File: config.mk
export PLATFORM = sky130hd
export DESIGN_NAME = lsu_top
export DESIGN_NICKNAME = d
export VERILOG_FILES = /design/src/verilog/bus_pkg.sv /design/src/verilog/lsu_pkg.sv /design/src/verilog/lsu_top.sv /design/src/verilog/wb_arbiter.sv /design/src/verilog/page_walker.sv /design/src/verilog/mem_block.sv /design/src/verilog/dcache.sv
export SDC_FILE = /design/constraint.sdc
export NUM_CORES = 2
export LEC_CHECK = 0
export BUFFER_PORTS_ARGS = -buffer_cell sky130_fd_sc_hd__buf_4
export CORE_UTILIZATION = 45
export CTS_CLUSTER_DIAMETER = 200
export DETAILED_ROUTE_END_ITERATION = 10
export PLACE_DENSITY = 0.66
export SLEW_MARGIN = 20
export SYNTH_ARGS = -nofsm -noshare
export SYNTH_HDL_FRONTEND = slang
export SYNTH_SLANG_ARGS = --single-unit
export TNS_END_PERCENT = 100
File: constraint.sdc
create_clock -name clk -period 10.06 [get_ports clk]
set_input_delay 1.006 -clock clk [delete_from_list [all_inputs] [get_ports clk]]
set_output_delay 1.006 -clock clk [all_outputs]
set_load 0.005 [all_outputs]
File: src/verilog/bus_pkg.sv
// Wishbone classic bus definitions
// Master and slave signal bundles, bus widths
`default_nettype none

package bus_pkg;

  localparam int WB_AW = 32;
  localparam int WB_DW = 32;
  localparam int WB_SW = WB_DW / 8;

  // Master to slave
  typedef struct packed {
    logic             cyc;
    logic             stb;
    logic             we;
    logic [WB_AW-1:0] adr;
    logic [WB_DW-1:0] dat_w;
    logic [WB_SW-1:0] sel;
  } wb_req_t;

  // Slave to master
  typedef struct packed {
    logic             ack;
    logic [WB_DW-1:0] dat_r;
  } wb_rsp_t;

endpackage

`default_nettype wire

File: src/verilog/lsu_pkg.sv
// Load/store datapath definitions
// Opcodes, stage records, cache and translation handshakes
`default_nettype none

package lsu_pkg;

  // Datapath widths
  localparam int XLEN       = 32;
  localparam int ROB_W      = 5;
  localparam int PDEST_W    = 6;
  localparam int IMM_W      = 12;
  localparam int PAGE_OFF_W = 12;
  localparam int VPN_W      = XLEN - PAGE_OFF_W;
  localparam int PPN_W      = 20;

  // Memory operation
  typedef enum logic [1:0] {
    LOAD  = 2'd0,
    STORE = 2'd1,
    CACOP = 2'd2
  } mem_op_e;

  // Execute stage output into the memory block
  typedef struct packed {
    logic               valid;
    mem_op_e            op;
    logic [XLEN-1:0]    base;
    logic [IMM_W-1:0]   imm;
    logic [XLEN-1:0]    wdata;
    logic [ROB_W-1:0]   rob_idx;
    logic [PDEST_W-1:0] pdest;
    logic               pdest_valid;
  } mem_exe_t;

  // Stage 1 into the data cache
  typedef struct packed {
    logic               valid;
    mem_op_e            op;
    logic [XLEN-1:0]    vaddr;
    logic [XLEN-1:0]    wdata;
    logic [ROB_W-1:0]   rob_idx;
    logic [PDEST_W-1:0] pdest;
    logic               pdest_valid;
  } dcache_req_t;

  // Data cache completion, held until taken
  typedef struct packed {
    logic               valid;
    mem_op_e            op;
    logic [XLEN-1:0]    vaddr;
    logic [XLEN-1:0]    paddr;
    logic [XLEN-1:0]    rdata;
    logic [ROB_W-1:0]   rob_idx;
    logic [PDEST_W-1:0] pdest;
    logic               pdest_valid;
    logic               excp;
  } dcache_rsp_t;

  // Translation request and answer
  typedef struct packed {
    logic             valid;
    logic [VPN_W-1:0] vpn;
  } xlate_req_t;

  typedef struct packed {
    logic             valid;
    logic [PPN_W-1:0] ppn;
    logic             fault;
  } xlate_rsp_t;

  // Write-back record
  typedef struct packed {
    logic               valid;
    logic               we;
    logic [XLEN-1:0]    wdata;
    logic [ROB_W-1:0]   rob_idx;
    logic [PDEST_W-1:0] pdest;
    logic               excp;
    logic [XLEN-1:0]    vaddr;
    logic [XLEN-1:0]    paddr;
    mem_op_e            op;
  } mem_wb_t;

endpackage

`default_nettype wire
File: src/verilog/lsu_top.sv
// Load/store unit top level
// Memory block, walker and bus arbiter on one Wishbone port
`timescale 1ns/10ps
`default_nettype none

module lsu_top
  import lsu_pkg::*, bus_pkg::*;
#(
  parameter int          LINES          = 8,
  parameter int          WORDS_PER_LINE = 4,
  parameter logic [31:0] PT_BASE        = 32'h0000_8000
) (
  input  wire      clk,
  input  wire      rst_n,
  input  mem_exe_t exe_i,
  output logic     exe_ready_o,
  output mem_wb_t  wb_o,
  input  wire      wb_ready_i,
  output wb_req_t  bus_o,
  input  wb_rsp_t  bus_i
);

  xlate_req_t xlate_req;
  xlate_rsp_t xlate_rsp;
  // Per-master bus bundles
  wb_req_t    pw_bus_req;
  wb_rsp_t    pw_bus_rsp;
  wb_req_t    dc_bus_req;
  wb_rsp_t    dc_bus_rsp;

  mem_block #(
    .LINES          (LINES),
    .WORDS_PER_LINE (WORDS_PER_LINE)
  ) u_mem_block (
    .clk         (clk),
    .rst_n       (rst_n),
    .exe_i       (exe_i),
    .exe_ready_o (exe_ready_o),
    .xlate_req_o (xlate_req),
    .xlate_rsp_i (xlate_rsp),
    .dc_bus_o    (dc_bus_req),
    .dc_bus_i    (dc_bus_rsp),
    .wb_o        (wb_o),
    .wb_ready_i  (wb_ready_i)
  );

  page_walker #(
    .PT_BASE (PT_BASE)
  ) u_page_walker (
    .clk         (clk),
    .rst_n       (rst_n),
    .xlate_req_i (xlate_req),
    .xlate_rsp_o (xlate_rsp),
    .bus_o       (pw_bus_req),
    .bus_i       (pw_bus_rsp)
  );

  // Walker on the priority port
  wb_arbiter u_wb_arbiter (
    .clk      (clk),
    .rst_n    (rst_n),
    .m0_req_i (pw_bus_req),
    .m1_req_i (dc_bus_req),
    .m0_rsp_o (pw_bus_rsp),
    .m1_rsp_o (dc_bus_rsp),
    .bus_o    (bus_o),
    .bus_i    (bus_i)
  );

endmodule

`default_nettype wire

File: src/verilog/wb_arbiter.sv
// Two-master Wishbone arbiter
// Walker has priority, grant held for the owner's whole cycle
`timescale 1ns/10ps
`default_nettype none

module wb_arbiter
  import bus_pkg::*;
(
  input  wire     clk,
  input  wire     rst_n,
  // m0 is the walker, m1 the cache
  input  wb_req_t m0_req_i,
  input  wb_req_t m1_req_i,
  output wb_rsp_t m0_rsp_o,
  output wb_rsp_t m1_rsp_o,
  // Shared bus
  output wb_req_t bus_o,
  input  wb_rsp_t bus_i
);

  // One-hot grant, zero when idle
  logic [1:0] gnt_q;
  logic [1:0] gnt_d;
  logic       owner_done;

  // Owner released the bus
  assign owner_done = (gnt_q[0] & ~m0_req_i.cyc) | (gnt_q[1] & ~m1_req_i.cyc);

  always_comb begin
    gnt_d = gnt_q;
    if (gnt_q == 2'b00 || owner_done) begin
      if (m0_req_i.cyc) begin
        gnt_d = 2'b01;
      end else if (m1_req_i.cyc) begin
        gnt_d = 2'b10;
      end else begin
        gnt_d = 2'b00;
      end
    end
  end

  always_ff @(posedge clk or negedge rst_n) begin
    if (!rst_n) begin
      gnt_q <= 2'b00;
    end else begin
      gnt_q <= gnt_d;
    end
  end

  // Bus follows the registered grant
  always_comb begin
    if (gnt_q[0]) begin
      bus_o = m0_req_i;
    end else if (gnt_q[1]) begin
      bus_o = m1_req_i;
    end else begin
      bus_o = '0;
    end

    // Ack steered to the owner only
    m0_rsp_o.ack   = bus_i.ack & gnt_q[0];
    m0_rsp_o.dat_r = bus_i.dat_r;
    m1_rsp_o.ack   = bus_i.ack & gnt_q[1];
    m1_rsp_o.dat_r = bus_i.dat_r;
  end

endmodule

`default_nettype wire

File: src/verilog/page_walker.sv
// TLB and page-table walker
// Four fully associative entries, single-level walk over Wishbone
`timescale 1ns/10ps
`default_nettype none

module page_walker
  import lsu_pkg::*, bus_pkg::*;
#(
  parameter logic [31:0] PT_BASE = 32'h0000_8000
) (
  input  wire        clk,
  input  wire        rst_n,
  input  xlate_req_t xlate_req_i,
  output xlate_rsp_t xlate_rsp_o,
  output wb_req_t    bus_o,
  input  wb_rsp_t    bus_i
);

  localparam int TLB_N = 4;

  typedef enum logic [1:0] {
    PW_IDLE, PW_WALK, PW_DONE
  } pw_state_e;

  pw_state_e        state_q;
  logic [TLB_N-1:0] tlb_valid_q;
  logic [VPN_W-1:0] tlb_vpn_q [TLB_N];
  logic [PPN_W-1:0] tlb_ppn_q [TLB_N];
  logic [1:0]       rr_q;

  // Walk result
  logic [VPN_W-1:0] vpn_q;
  logic [PPN_W-1:0] ppn_q;
  logic             fault_q;

  logic             tlb_hit;
  logic [PPN_W-1:0] hit_ppn;
  logic             pte_ok;

  // Fully associative match
  always_comb begin
    tlb_hit = 1'b0;
    hit_ppn = '0;
    for (int i = 0; i < TLB_N; i++) begin
      if (tlb_valid_q[i] && tlb_vpn_q[i] == xlate_req_i.vpn) begin
        tlb_hit = 1'b1;
        hit_ppn = tlb_ppn_q[i];
      end
    end
  end

  // PTE valid bit
  assign pte_ok = bus_i.dat_r[0];

  always_ff @(posedge clk or negedge rst_n) begin
    if (!rst_n) begin
      state_q     <= PW_IDLE;
      tlb_valid_q <= '0;
      rr_q        <= '0;
    end else begin
      case (state_q)
        PW_IDLE: begin
          if (xlate_req_i.valid && !tlb_hit) begin
            state_q <= PW_WALK;
          end
        end
        PW_WALK: begin
          if (bus_i.ack) begin
            state_q <= PW_DONE;
            // Faulting entries are never installed
            if (pte_ok) begin
              tlb_valid_q[rr_q] <= 1'b1;
              rr_q              <= rr_q + 1'b1;
            end
          end
        end
        default: state_q <= PW_IDLE;
      endcase
    end
  end

  always_ff @(posedge clk) begin
    if (state_q == PW_IDLE && xlate_req_i.valid && !tlb_hit) begin
      vpn_q <= xlate_req_i.vpn;
    end
    if (state_q == PW_WALK && bus_i.ack) begin
      ppn_q   <= bus_i.dat_r[WB_DW-1 -: PPN_W];
      fault_q <= ~pte_ok;
      if (pte_ok) begin
        tlb_vpn_q[rr_q] <= vpn_q;
        tlb_ppn_q[rr_q] <= bus_i.dat_r[WB_DW-1 -: PPN_W];
      end
    end
  end

  // Hit answers in the request cycle, a walk answers from PW_DONE
  always_comb begin
    xlate_rsp_o.valid = (state_q == PW_IDLE & xlate_req_i.valid & tlb_hit) |
                        (state_q == PW_DONE);
    xlate_rsp_o.ppn   = (state_q == PW_DONE) ? ppn_q : hit_ppn;
    xlate_rsp_o.fault = (state_q == PW_DONE) & fault_q;
  end

  // One read of the PTE at PT_BASE + 4*vpn
  always_comb begin
    bus_o.cyc   = state_q == PW_WALK;
    bus_o.stb   = state_q == PW_WALK;
    bus_o.we    = 1'b0;
    bus_o.adr   = PT_BASE + {{(WB_AW-VPN_W-2){1'b0}}, vpn_q, 2'b00};
    bus_o.dat_w = '0;
    bus_o.sel   = '1;
  end

endmodule

`default_nettype wire

File: src/verilog/mem_block.sv
// Memory-access stage
// Stage 1 register, address generation, data cache and write-back
`timescale 1ns/10ps
`default_nettype none

module mem_block
  import lsu_pkg::*, bus_pkg::*;
#(
  parameter int LINES          = 8,
  parameter int WORDS_PER_LINE = 4
) (
  input  wire         clk,
  input  wire         rst_n,
  // Execute side
  input  mem_exe_t    exe_i,
  output logic        exe_ready_o,
  // Translation
  output xlate_req_t  xlate_req_o,
  input  xlate_rsp_t  xlate_rsp_i,
  // Cache bus master
  output wb_req_t     dc_bus_o,
  input  wb_rsp_t     dc_bus_i,
  // Write-back
  output mem_wb_t     wb_o,
  input  wire         wb_ready_i
);

  mem_exe_t    s1_q;
  dcache_req_t dc_req;
  dcache_rsp_t dc_rsp;
  logic        dc_req_ready;

  // ==================================================
  // Stage 1
  // ==================================================

  // Free slot or the held request leaves this cycle
  assign exe_ready_o = ~s1_q.valid | dc_req_ready;

  always_ff @(posedge clk or negedge rst_n) begin
    if (!rst_n) begin
      s1_q <= '0;
    end else if (exe_ready_o) begin
      s1_q <= exe_i;
    end
  end

  // Address generation from the held operands
  always_comb begin
    dc_req.valid       = s1_q.valid;
    dc_req.op          = s1_q.op;
    dc_req.vaddr       = s1_q.base + {{(XLEN-IMM_W){s1_q.imm[IMM_W-1]}}, s1_q.imm};
    dc_req.wdata       = s1_q.wdata;
    dc_req.rob_idx     = s1_q.rob_idx;
    dc_req.pdest       = s1_q.pdest;
    dc_req.pdest_valid = s1_q.pdest_valid;
  end

  // Multi-cycle cache, busy until its response is taken
  dcache #(
    .LINES          (LINES),
    .WORDS_PER_LINE (WORDS_PER_LINE)
  ) u_dcache (
    .clk         (clk),
    .rst_n       (rst_n),
    .req_i       (dc_req),
    .req_ready_o (dc_req_ready),
    .rsp_o       (dc_rsp),
    .rsp_ready_i (wb_ready_i),
    .xlate_req_o (xlate_req_o),
    .xlate_rsp_i (xlate_rsp_i),
    .bus_o       (dc_bus_o),
    .bus_i       (dc_bus_i)
  );

  // ==================================================
  // Write-back
  // ==================================================

  // Only an unfaulted load writes the register file
  always_comb begin
    wb_o.valid   = dc_rsp.valid;
    wb_o.we      = (dc_rsp.op == LOAD) & dc_rsp.pdest_valid & ~dc_rsp.excp;
    wb_o.wdata   = (dc_rsp.op == LOAD) ? dc_rsp.rdata : '0;
    wb_o.rob_idx = dc_rsp.rob_idx;
    wb_o.pdest   = dc_rsp.pdest;
    wb_o.excp    = dc_rsp.excp;
    wb_o.vaddr   = dc_rsp.vaddr;
    wb_o.paddr   = dc_rsp.paddr;
    wb_o.op      = dc_rsp.op;
  end

endmodule

`default_nettype wire

File: src/verilog/dcache.sv
// Direct-mapped write-through data cache
// Translates via the walker, refills lines and writes through over Wishbone
`timescale 1ns/10ps
`default_nettype none

module dcache
  import lsu_pkg::*, bus_pkg::*;
#(
  parameter int LINES          = 8,
  parameter int WORDS_PER_LINE = 4
) (
  input  wire         clk,
  input  wire         rst_n,
  input  dcache_req_t req_i,
  output logic        req_ready_o,
  output dcache_rsp_t rsp_o,
  input  wire         rsp_ready_i,
  output xlate_req_t  xlate_req_o,
  input  xlate_rsp_t  xlate_rsp_i,
  output wb_req_t     bus_o,
  input  wb_rsp_t     bus_i
);

  localparam int OFF_W   = $clog2(WORDS_PER_LINE);
  localparam int IDX_W   = $clog2(LINES);
  localparam int TAG_LSB = 2 + OFF_W + IDX_W;
  localparam int TAG_W   = XLEN - TAG_LSB;

  typedef enum logic [2:0] {
    IDLE, XLATE, LOOKUP, REFILL, WRITE, RESP
  } dc_state_e;

  dc_state_e   state_q;
  dcache_req_t req_q;
  logic [XLEN-1:0]  paddr_q;
  logic [XLEN-1:0]  rdata_q;
  logic             excp_q;
  logic [OFF_W-1:0] beat_q;
  wb_req_t          bus_q;

  // Tag, valid and data arrays
  logic [LINES-1:0] valid_q;
  logic [TAG_W-1:0] tag_q  [LINES];
  logic [XLEN-1:0]  data_q [LINES][WORDS_PER_LINE];

  logic [IDX_W-1:0]       idx;
  logic [OFF_W-1:0]       off;
  logic [TAG_W-1:0]       tag;
  logic [XLEN-3-OFF_W:0]  line_base;
  logic [OFF_W-1:0]       beat_nxt;
  logic                   hit;
  logic                   beat_ack;
  logic                   last_beat;

  // Index from the page offset, so vaddr and paddr agree
  always_comb begin
    idx       = req_q.vaddr[2+OFF_W +: IDX_W];
    off       = req_q.vaddr[2 +: OFF_W];
    tag       = paddr_q[TAG_LSB +: TAG_W];
    line_base = paddr_q[XLEN-1:2+OFF_W];
    beat_nxt  = beat_q + 1'b1;
    hit       = valid_q[idx] & (tag_q[idx] == tag);
    beat_ack  = (state_q == REFILL) & bus_i.ack;
    last_beat = beat_q == OFF_W'(WORDS_PER_LINE - 1);
  end

  // ==================================================
  // Control
  // ==================================================
  always_ff @(posedge clk or negedge rst_n) begin
    if (!rst_n) begin
      state_q <= IDLE;
      beat_q  <= '0;
      bus_q   <= '0;
    end else begin
      case (state_q)
        IDLE: begin
          // Index invalidate skips translation
          if (req_i.valid) begin
            state_q <= (req_i.op == CACOP) ? LOOKUP : XLATE;
          end
        end
        XLATE: begin
          if (xlate_rsp_i.valid) begin
            state_q <= xlate_rsp_i.fault ? RESP : LOOKUP;
          end
        end
        LOOKUP: begin
          if (req_q.op == LOAD && !hit) begin
            // Load miss, fetch the line from word 0
            state_q     <= REFILL;
            beat_q      <= '0;
            bus_q.cyc   <= 1'b1;
            bus_q.stb   <= 1'b1;
            bus_q.we    <= 1'b0;
            bus_q.adr   <= {line_base, {OFF_W{1'b0}}, 2'b00};
            bus_q.dat_w <= '0;
            bus_q.sel   <= '1;
          end else if (req_q.op == STORE) begin
            // Write through, hit or miss
            state_q     <= WRITE;
            bus_q.cyc   <= 1'b1;
            bus_q.stb   <= 1'b1;
            bus_q.we    <= 1'b1;
            bus_q.adr   <= {paddr_q[XLEN-1:2], 2'b00};
            bus_q.dat_w <= req_q.wdata;
            bus_q.sel   <= '1;
          end else begin
            state_q <= RESP;
          end
        end
        REFILL: begin
          if (bus_i.ack) begin
            if (last_beat) begin
              bus_q.cyc <= 1'b0;
              bus_q.stb <= 1'b0;
              state_q   <= RESP;
            end else begin
              // Next beat, cyc stays up
              beat_q    <= beat_nxt;
              bus_q.adr <= {line_base, beat_nxt, 2'b00};
            end
          end
        end
        WRITE: begin
          if (bus_i.ack) begin
            bus_q.cyc <= 1'b0;
            bus_q.stb <= 1'b0;
            state_q   <= RESP;
          end
        end
        RESP: begin
          if (rsp_ready_i) begin
            state_q <= IDLE;
          end
        end
        default: state_q <= IDLE;
      endcase
    end
  end

  // Request payload and result
  always_ff @(posedge clk) begin
    if (state_q == IDLE && req_i.valid) begin
      req_q   <= req_i;
      paddr_q <= req_i.vaddr;
      excp_q  <= 1'b0;
    end
    if (state_q == XLATE && xlate_rsp_i.valid) begin
      paddr_q <= {xlate_rsp_i.ppn, req_q.vaddr[PAGE_OFF_W-1:0]};
      excp_q  <= xlate_rsp_i.fault;
    end
    if (state_q == LOOKUP && hit) begin
      rdata_q <= data_q[idx][off];
    end
    // Requested word picked off the refill
    if (beat_ack && beat_q == off) begin
      rdata_q <= bus_i.dat_r;
    end
  end

  // ==================================================
  // Arrays
  // ==================================================
  always_ff @(posedge clk or negedge rst_n) begin
    if (!rst_n) begin
      valid_q <= '0;
    end else if (state_q == LOOKUP && req_q.op == CACOP) begin
      valid_q[idx] <= 1'b0;
    end else if (beat_ack && last_beat) begin
      valid_q[idx] <= 1'b1;
    end
  end

  always_ff @(posedge clk) begin
    if (beat_ack) begin
      data_q[idx][beat_q] <= bus_i.dat_r;
    end
    if (beat_ack && last_beat) begin
      tag_q[idx] <= tag;
    end
    // Store hit updates the line, a miss does not allocate
    if (state_q == LOOKUP && req_q.op == STORE && hit) begin
      data_q[idx][off] <= req_q.wdata;
    end
  end

  // ==================================================
  // Outputs
  // ==================================================
  always_comb begin
    req_ready_o = state_q == IDLE;

    xlate_req_o.valid = state_q == XLATE;
    xlate_req_o.vpn   = req_q.vaddr[XLEN-1 -: VPN_W];

    rsp_o.valid       = state_q == RESP;
    rsp_o.op          = req_q.op;
    rsp_o.vaddr       = req_q.vaddr;
    rsp_o.paddr       = paddr_q;
    rsp_o.rdata       = rdata_q;
    rsp_o.rob_idx     = req_q.rob_idx;
    rsp_o.pdest       = req_q.pdest;
    rsp_o.pdest_valid = req_q.pdest_valid;
    rsp_o.excp        = excp_q;

    bus_o = bus_q;
  end

endmodule

`default_nettype wire

==> results.cfg <==
[critical_path]
cp_num_buf_inv = 3
crit_top_cell = buf_4
crit_family = simple AND/OR/NAND/NOR gates
crit_required_ps = 10540
arrival_ps = 6670
endpoint_kind = flop
startpoint_type = flop
reg2reg_setup_slack_ps = 3860
crit_type = flop to flop
max_stage_delay_ps = 840
crit_path_max_fanout = 122
path_cells = buf_12, mux4_2, mux2i_1, xnor2_1, a2111oi_0, and4b_1, nand4_1, or4_2, buf_4, a21oi_4, buf_4
critPathSlowestCell = or4_2

[final_layout]
post-route-util_pct = 52.20
synthToLayoutAreaGrowth_pct = 14.65
final.fill_count = 12320
seqCellArea_sq_um = 51640
nets = 4191
drive_gt1_share_pct = 31.82
multiInputGateArea_sq_um = 18670

[yosys]
synth_top_area_share_pct = 65.97
synthArstFlopShare_pct = 10.23
synth_top_cell_by_area = edfxtp_1
synth_seq_cells = 1750
synthTopCellsByArea = edfxtp_1 66%, mux4_2 11%, dfrtp_1 6.3%
yosysMostFrequentCell = edfxtp_1
yosysUniqueCellTypes = 78
yosysWarnings = 0
postSynthAreaPerCell_sq_um = 19.22
syn_inst = 3713
synthFlopType = edfxtp_1
synth_edf_count = 1568
synth.cell_area_sq_um = 71370
synthTopCellsByCount = 1568 x edfxtp_1, 356 x mux4_2, 194 x mux2_2
ys_seq_area_share_pct = 72.33

[cts]
clk_latency_ps = 820
cts_buffers = 176
cts_setup_buffers = 0
cts_tree = built
cts.htree.levels = 4
clock_path_buffers = 3
cts.hold.buffers_added = 0
clock-sinks = 1750
cts_resized = 0
cts_root_buffer = clkbuf_16
clk_pin_slew_ps = 60

[global_route]
grt_pass1_vias = 36500
grt_max_degree = 123
track_usage_pct = 25.10
grt_pass1_wl_mm = 283.0
antenna_found_initial = 25
overflow = 0

[floorplan]
die_area_sq_um = 160200
io-pin-count = 311
die_w_um = 400.3
die_h_um = 400.3
core_sq_um = 156800
initial_core_util_pct = 45.53
std_cell_rows = 145

[drt]
drt_first_iter_violations = 4777
vias = 37840
wl_per_cell_um = 32.31
wl_mm = 201.7
via_per_inst = 6.060
drc = 0
first_pass_iters = 8
ant_nets = 0

[power_and_ir_drop]
powerDensity_nw_per_um2 = 186.6
leakage_nw = 27.63
ir_worst_vdd_mv = 0.1899
power.total_mw = 15.27

[place]
port_buffers = 308
dpl.hpwl_mm = 130.7
gp_congestion = 0.8867

[timing]
fin_setup_tns_ps = 0
skew_ps = 30.19
min_period_ps = 6197
setup_viol_count_final = 0
rsz0062_at_grt = false
slew_viol_final = 0
finalHoldViolCount = 0
period_share_pct = 61.60
relSlewSlack_pct = 10.15
max_freq_ghz = 0.1614
tightest_slew_ps = 1336

[flow_run]
cap_viol_max_count = 0

[hold_path]
min_path_type = primary input to asynchronous set/reset pin

[outcome]
status = finished, final reports clean
## cells in the final DEF (no fill, tap or decap), types with 9 or more instances in the layout
| master | n |
|---|---|
| and3_1 | 9 |
| and2_1 | 81 |
| bufinv_16 | 15 |
| nor2_2 | 11 |
| a21oi_1 | 41 |
| nor4_1 | 17 |
| dfrtp_1 | 179 |
| a22o_1 | 47 |
| clkinv_2 | 38 |
| nand2_1 | 145 |
| diode_2 | 12 |
| nor2_1 | 69 |
| edfxtp_1 | 1568 |
| nand4_1 | 17 |
| or2_2 | 10 |
| o21a_1 | 12 |
| clkbuf_16 | 182 |
| clkinv_1 | 31 |
| nor3_1 | 16 |
| mux2i_1 | 70 |
| o311a_1 | 15 |
| buf_4 | 390 |
| o21ai_0 | 85 |
| clkinvlp_4 | 12 |
| a221oi_1 | 22 |
| a21oi_4 | 33 |
| ha_1 | 40 |
| mux2_1 | 32 |
| nand3_1 | 16 |
| a21o_1 | 12 |
| mux4_2 | 356 |
| clkbuf_1 | 31 |
| mux2_2 | 194 |
| o2bb2ai_1 | 10 |
| xor2_1 | 60 |
| nand2b_1 | 10 |
| xnor2_1 | 70 |
| mux2_4 | 32 |
| inv_1 | 28 |
## power by group
part | switching, mW | leakage [nW] | internal (mW) | total [mW]
clock | 2.81 | 2.82 | 3.75 | 6.56
sequential | 0.0321 | 16.4 | 7.98 | 8.01
combinational | 0.452 | 8.45 | 0.241 | 0.693
total | 3.30 | 27.6 | 12.0 | 15.3
## final cells by class
type | instances | share of cell area (%)
Sequential cell | 1750 | 63.11
Clock inverter | 110 | 1.283
Inverter | 29 | 0.1361
Tap cell | 2058 | 3.147
Multi-Input combinational cell | 1671 | 22.82
Antenna cell | 12 | 0.03670
Clock buffer | 218 | 5.792
Timing Repair Buffer | 395 | 3.684
## state kept, by name (all words and copies together), names as in the netlist, 3 cells and up, named ones only
register / flops
u_mem_block.u_dcache.data_q: 1024
u_mem_block.u_dcache.tag_q: 200
u_page_walker.tlb_ppn_q: 80
u_page_walker.tlb_vpn_q: 80
u_mem_block.u_dcache.bus_o: 65
u_mem_block.dc_req: 47
u_mem_block.u_dcache.rsp_o: 46
u_mem_block.s1_q: 44
u_mem_block.u_dcache.paddr_q: 32
u_mem_block.u_dcache.rdata_q: 32
u_mem_block.u_dcache.req_q: 32
u_page_walker.ppn_q: 20
u_page_walker.vpn_q: 20
u_page_walker.tlb_valid_q: 4
u_mem_block.u_dcache.state_q: 3
## kinds of logic after synthesis
logic type	count (synthesis)	share of synthesized area, %
XOR/XNOR	130	1.595
other	1	0.005254
buffers and inverters	293	2.169
AO/OA/AOI/OAI	368	3.585
AND/OR/NAND/NOR	446	3.129
flip-flops	1750	72.33
multiplexers	684	16.45
adder cells (fa/ha/maj)	41	0.7293
## metrics by stage
stage               instance area [sq um]  hold slack [ps]  setup slack [ps]  instances
floorplan                           71370            421.0              5321       3714
global placement                    76000            425.5              3796       5903
detailed placement                  76000            428.3              3810       5903
CTS                                 81790            110.3              3785       6231
global route                        81800            151.8              3616       6234
finish                              81820            140.6              3863       6243
## path summary, 6_finish.rpt
path,to,cells past startpoint
worst max-delay path,u_mem_block.u_dcache.data_q[6][112]$_DFFE_PP_,11
worst min-delay path,u_mem_block.dc_req[5]$_DFFE_PN0P_,1
worst max register to register,u_mem_block.u_dcache.data_q[6][112]$_DFFE_PP_,11
worst min register to register,u_mem_block.u_dcache.req_q[32]$_DFFE_PP_,0
max in group asynchronous,u_page_walker.tlb_valid_q[3]$_DFFE_PN0P_,2
min in group clk,u_mem_block.dc_req[78]$_DFFE_PN0P_,2
## worst register-to-register path, stage by stage (launching register included)
cell and delay [ps]:
dfxtp_4 540, buf_12 560, mux4_2 710, mux2i_1 180, xnor2_1 110, a2111oi_0 390, and4b_1 260, nand4_1 700
or4_2 860, buf_4 340, a21oi_4 770, buf_4 430
## metal layers
metal  vias up  wire length [um]  GRT usage [%]
met4         8              6684          8.563
met1     19960             80350          35.30
met3       332             19580          5.665
li1      15510                 -              -
met2      2022             95050          38.70
met5         -                47              0
(Power assumes the default switching activity.)
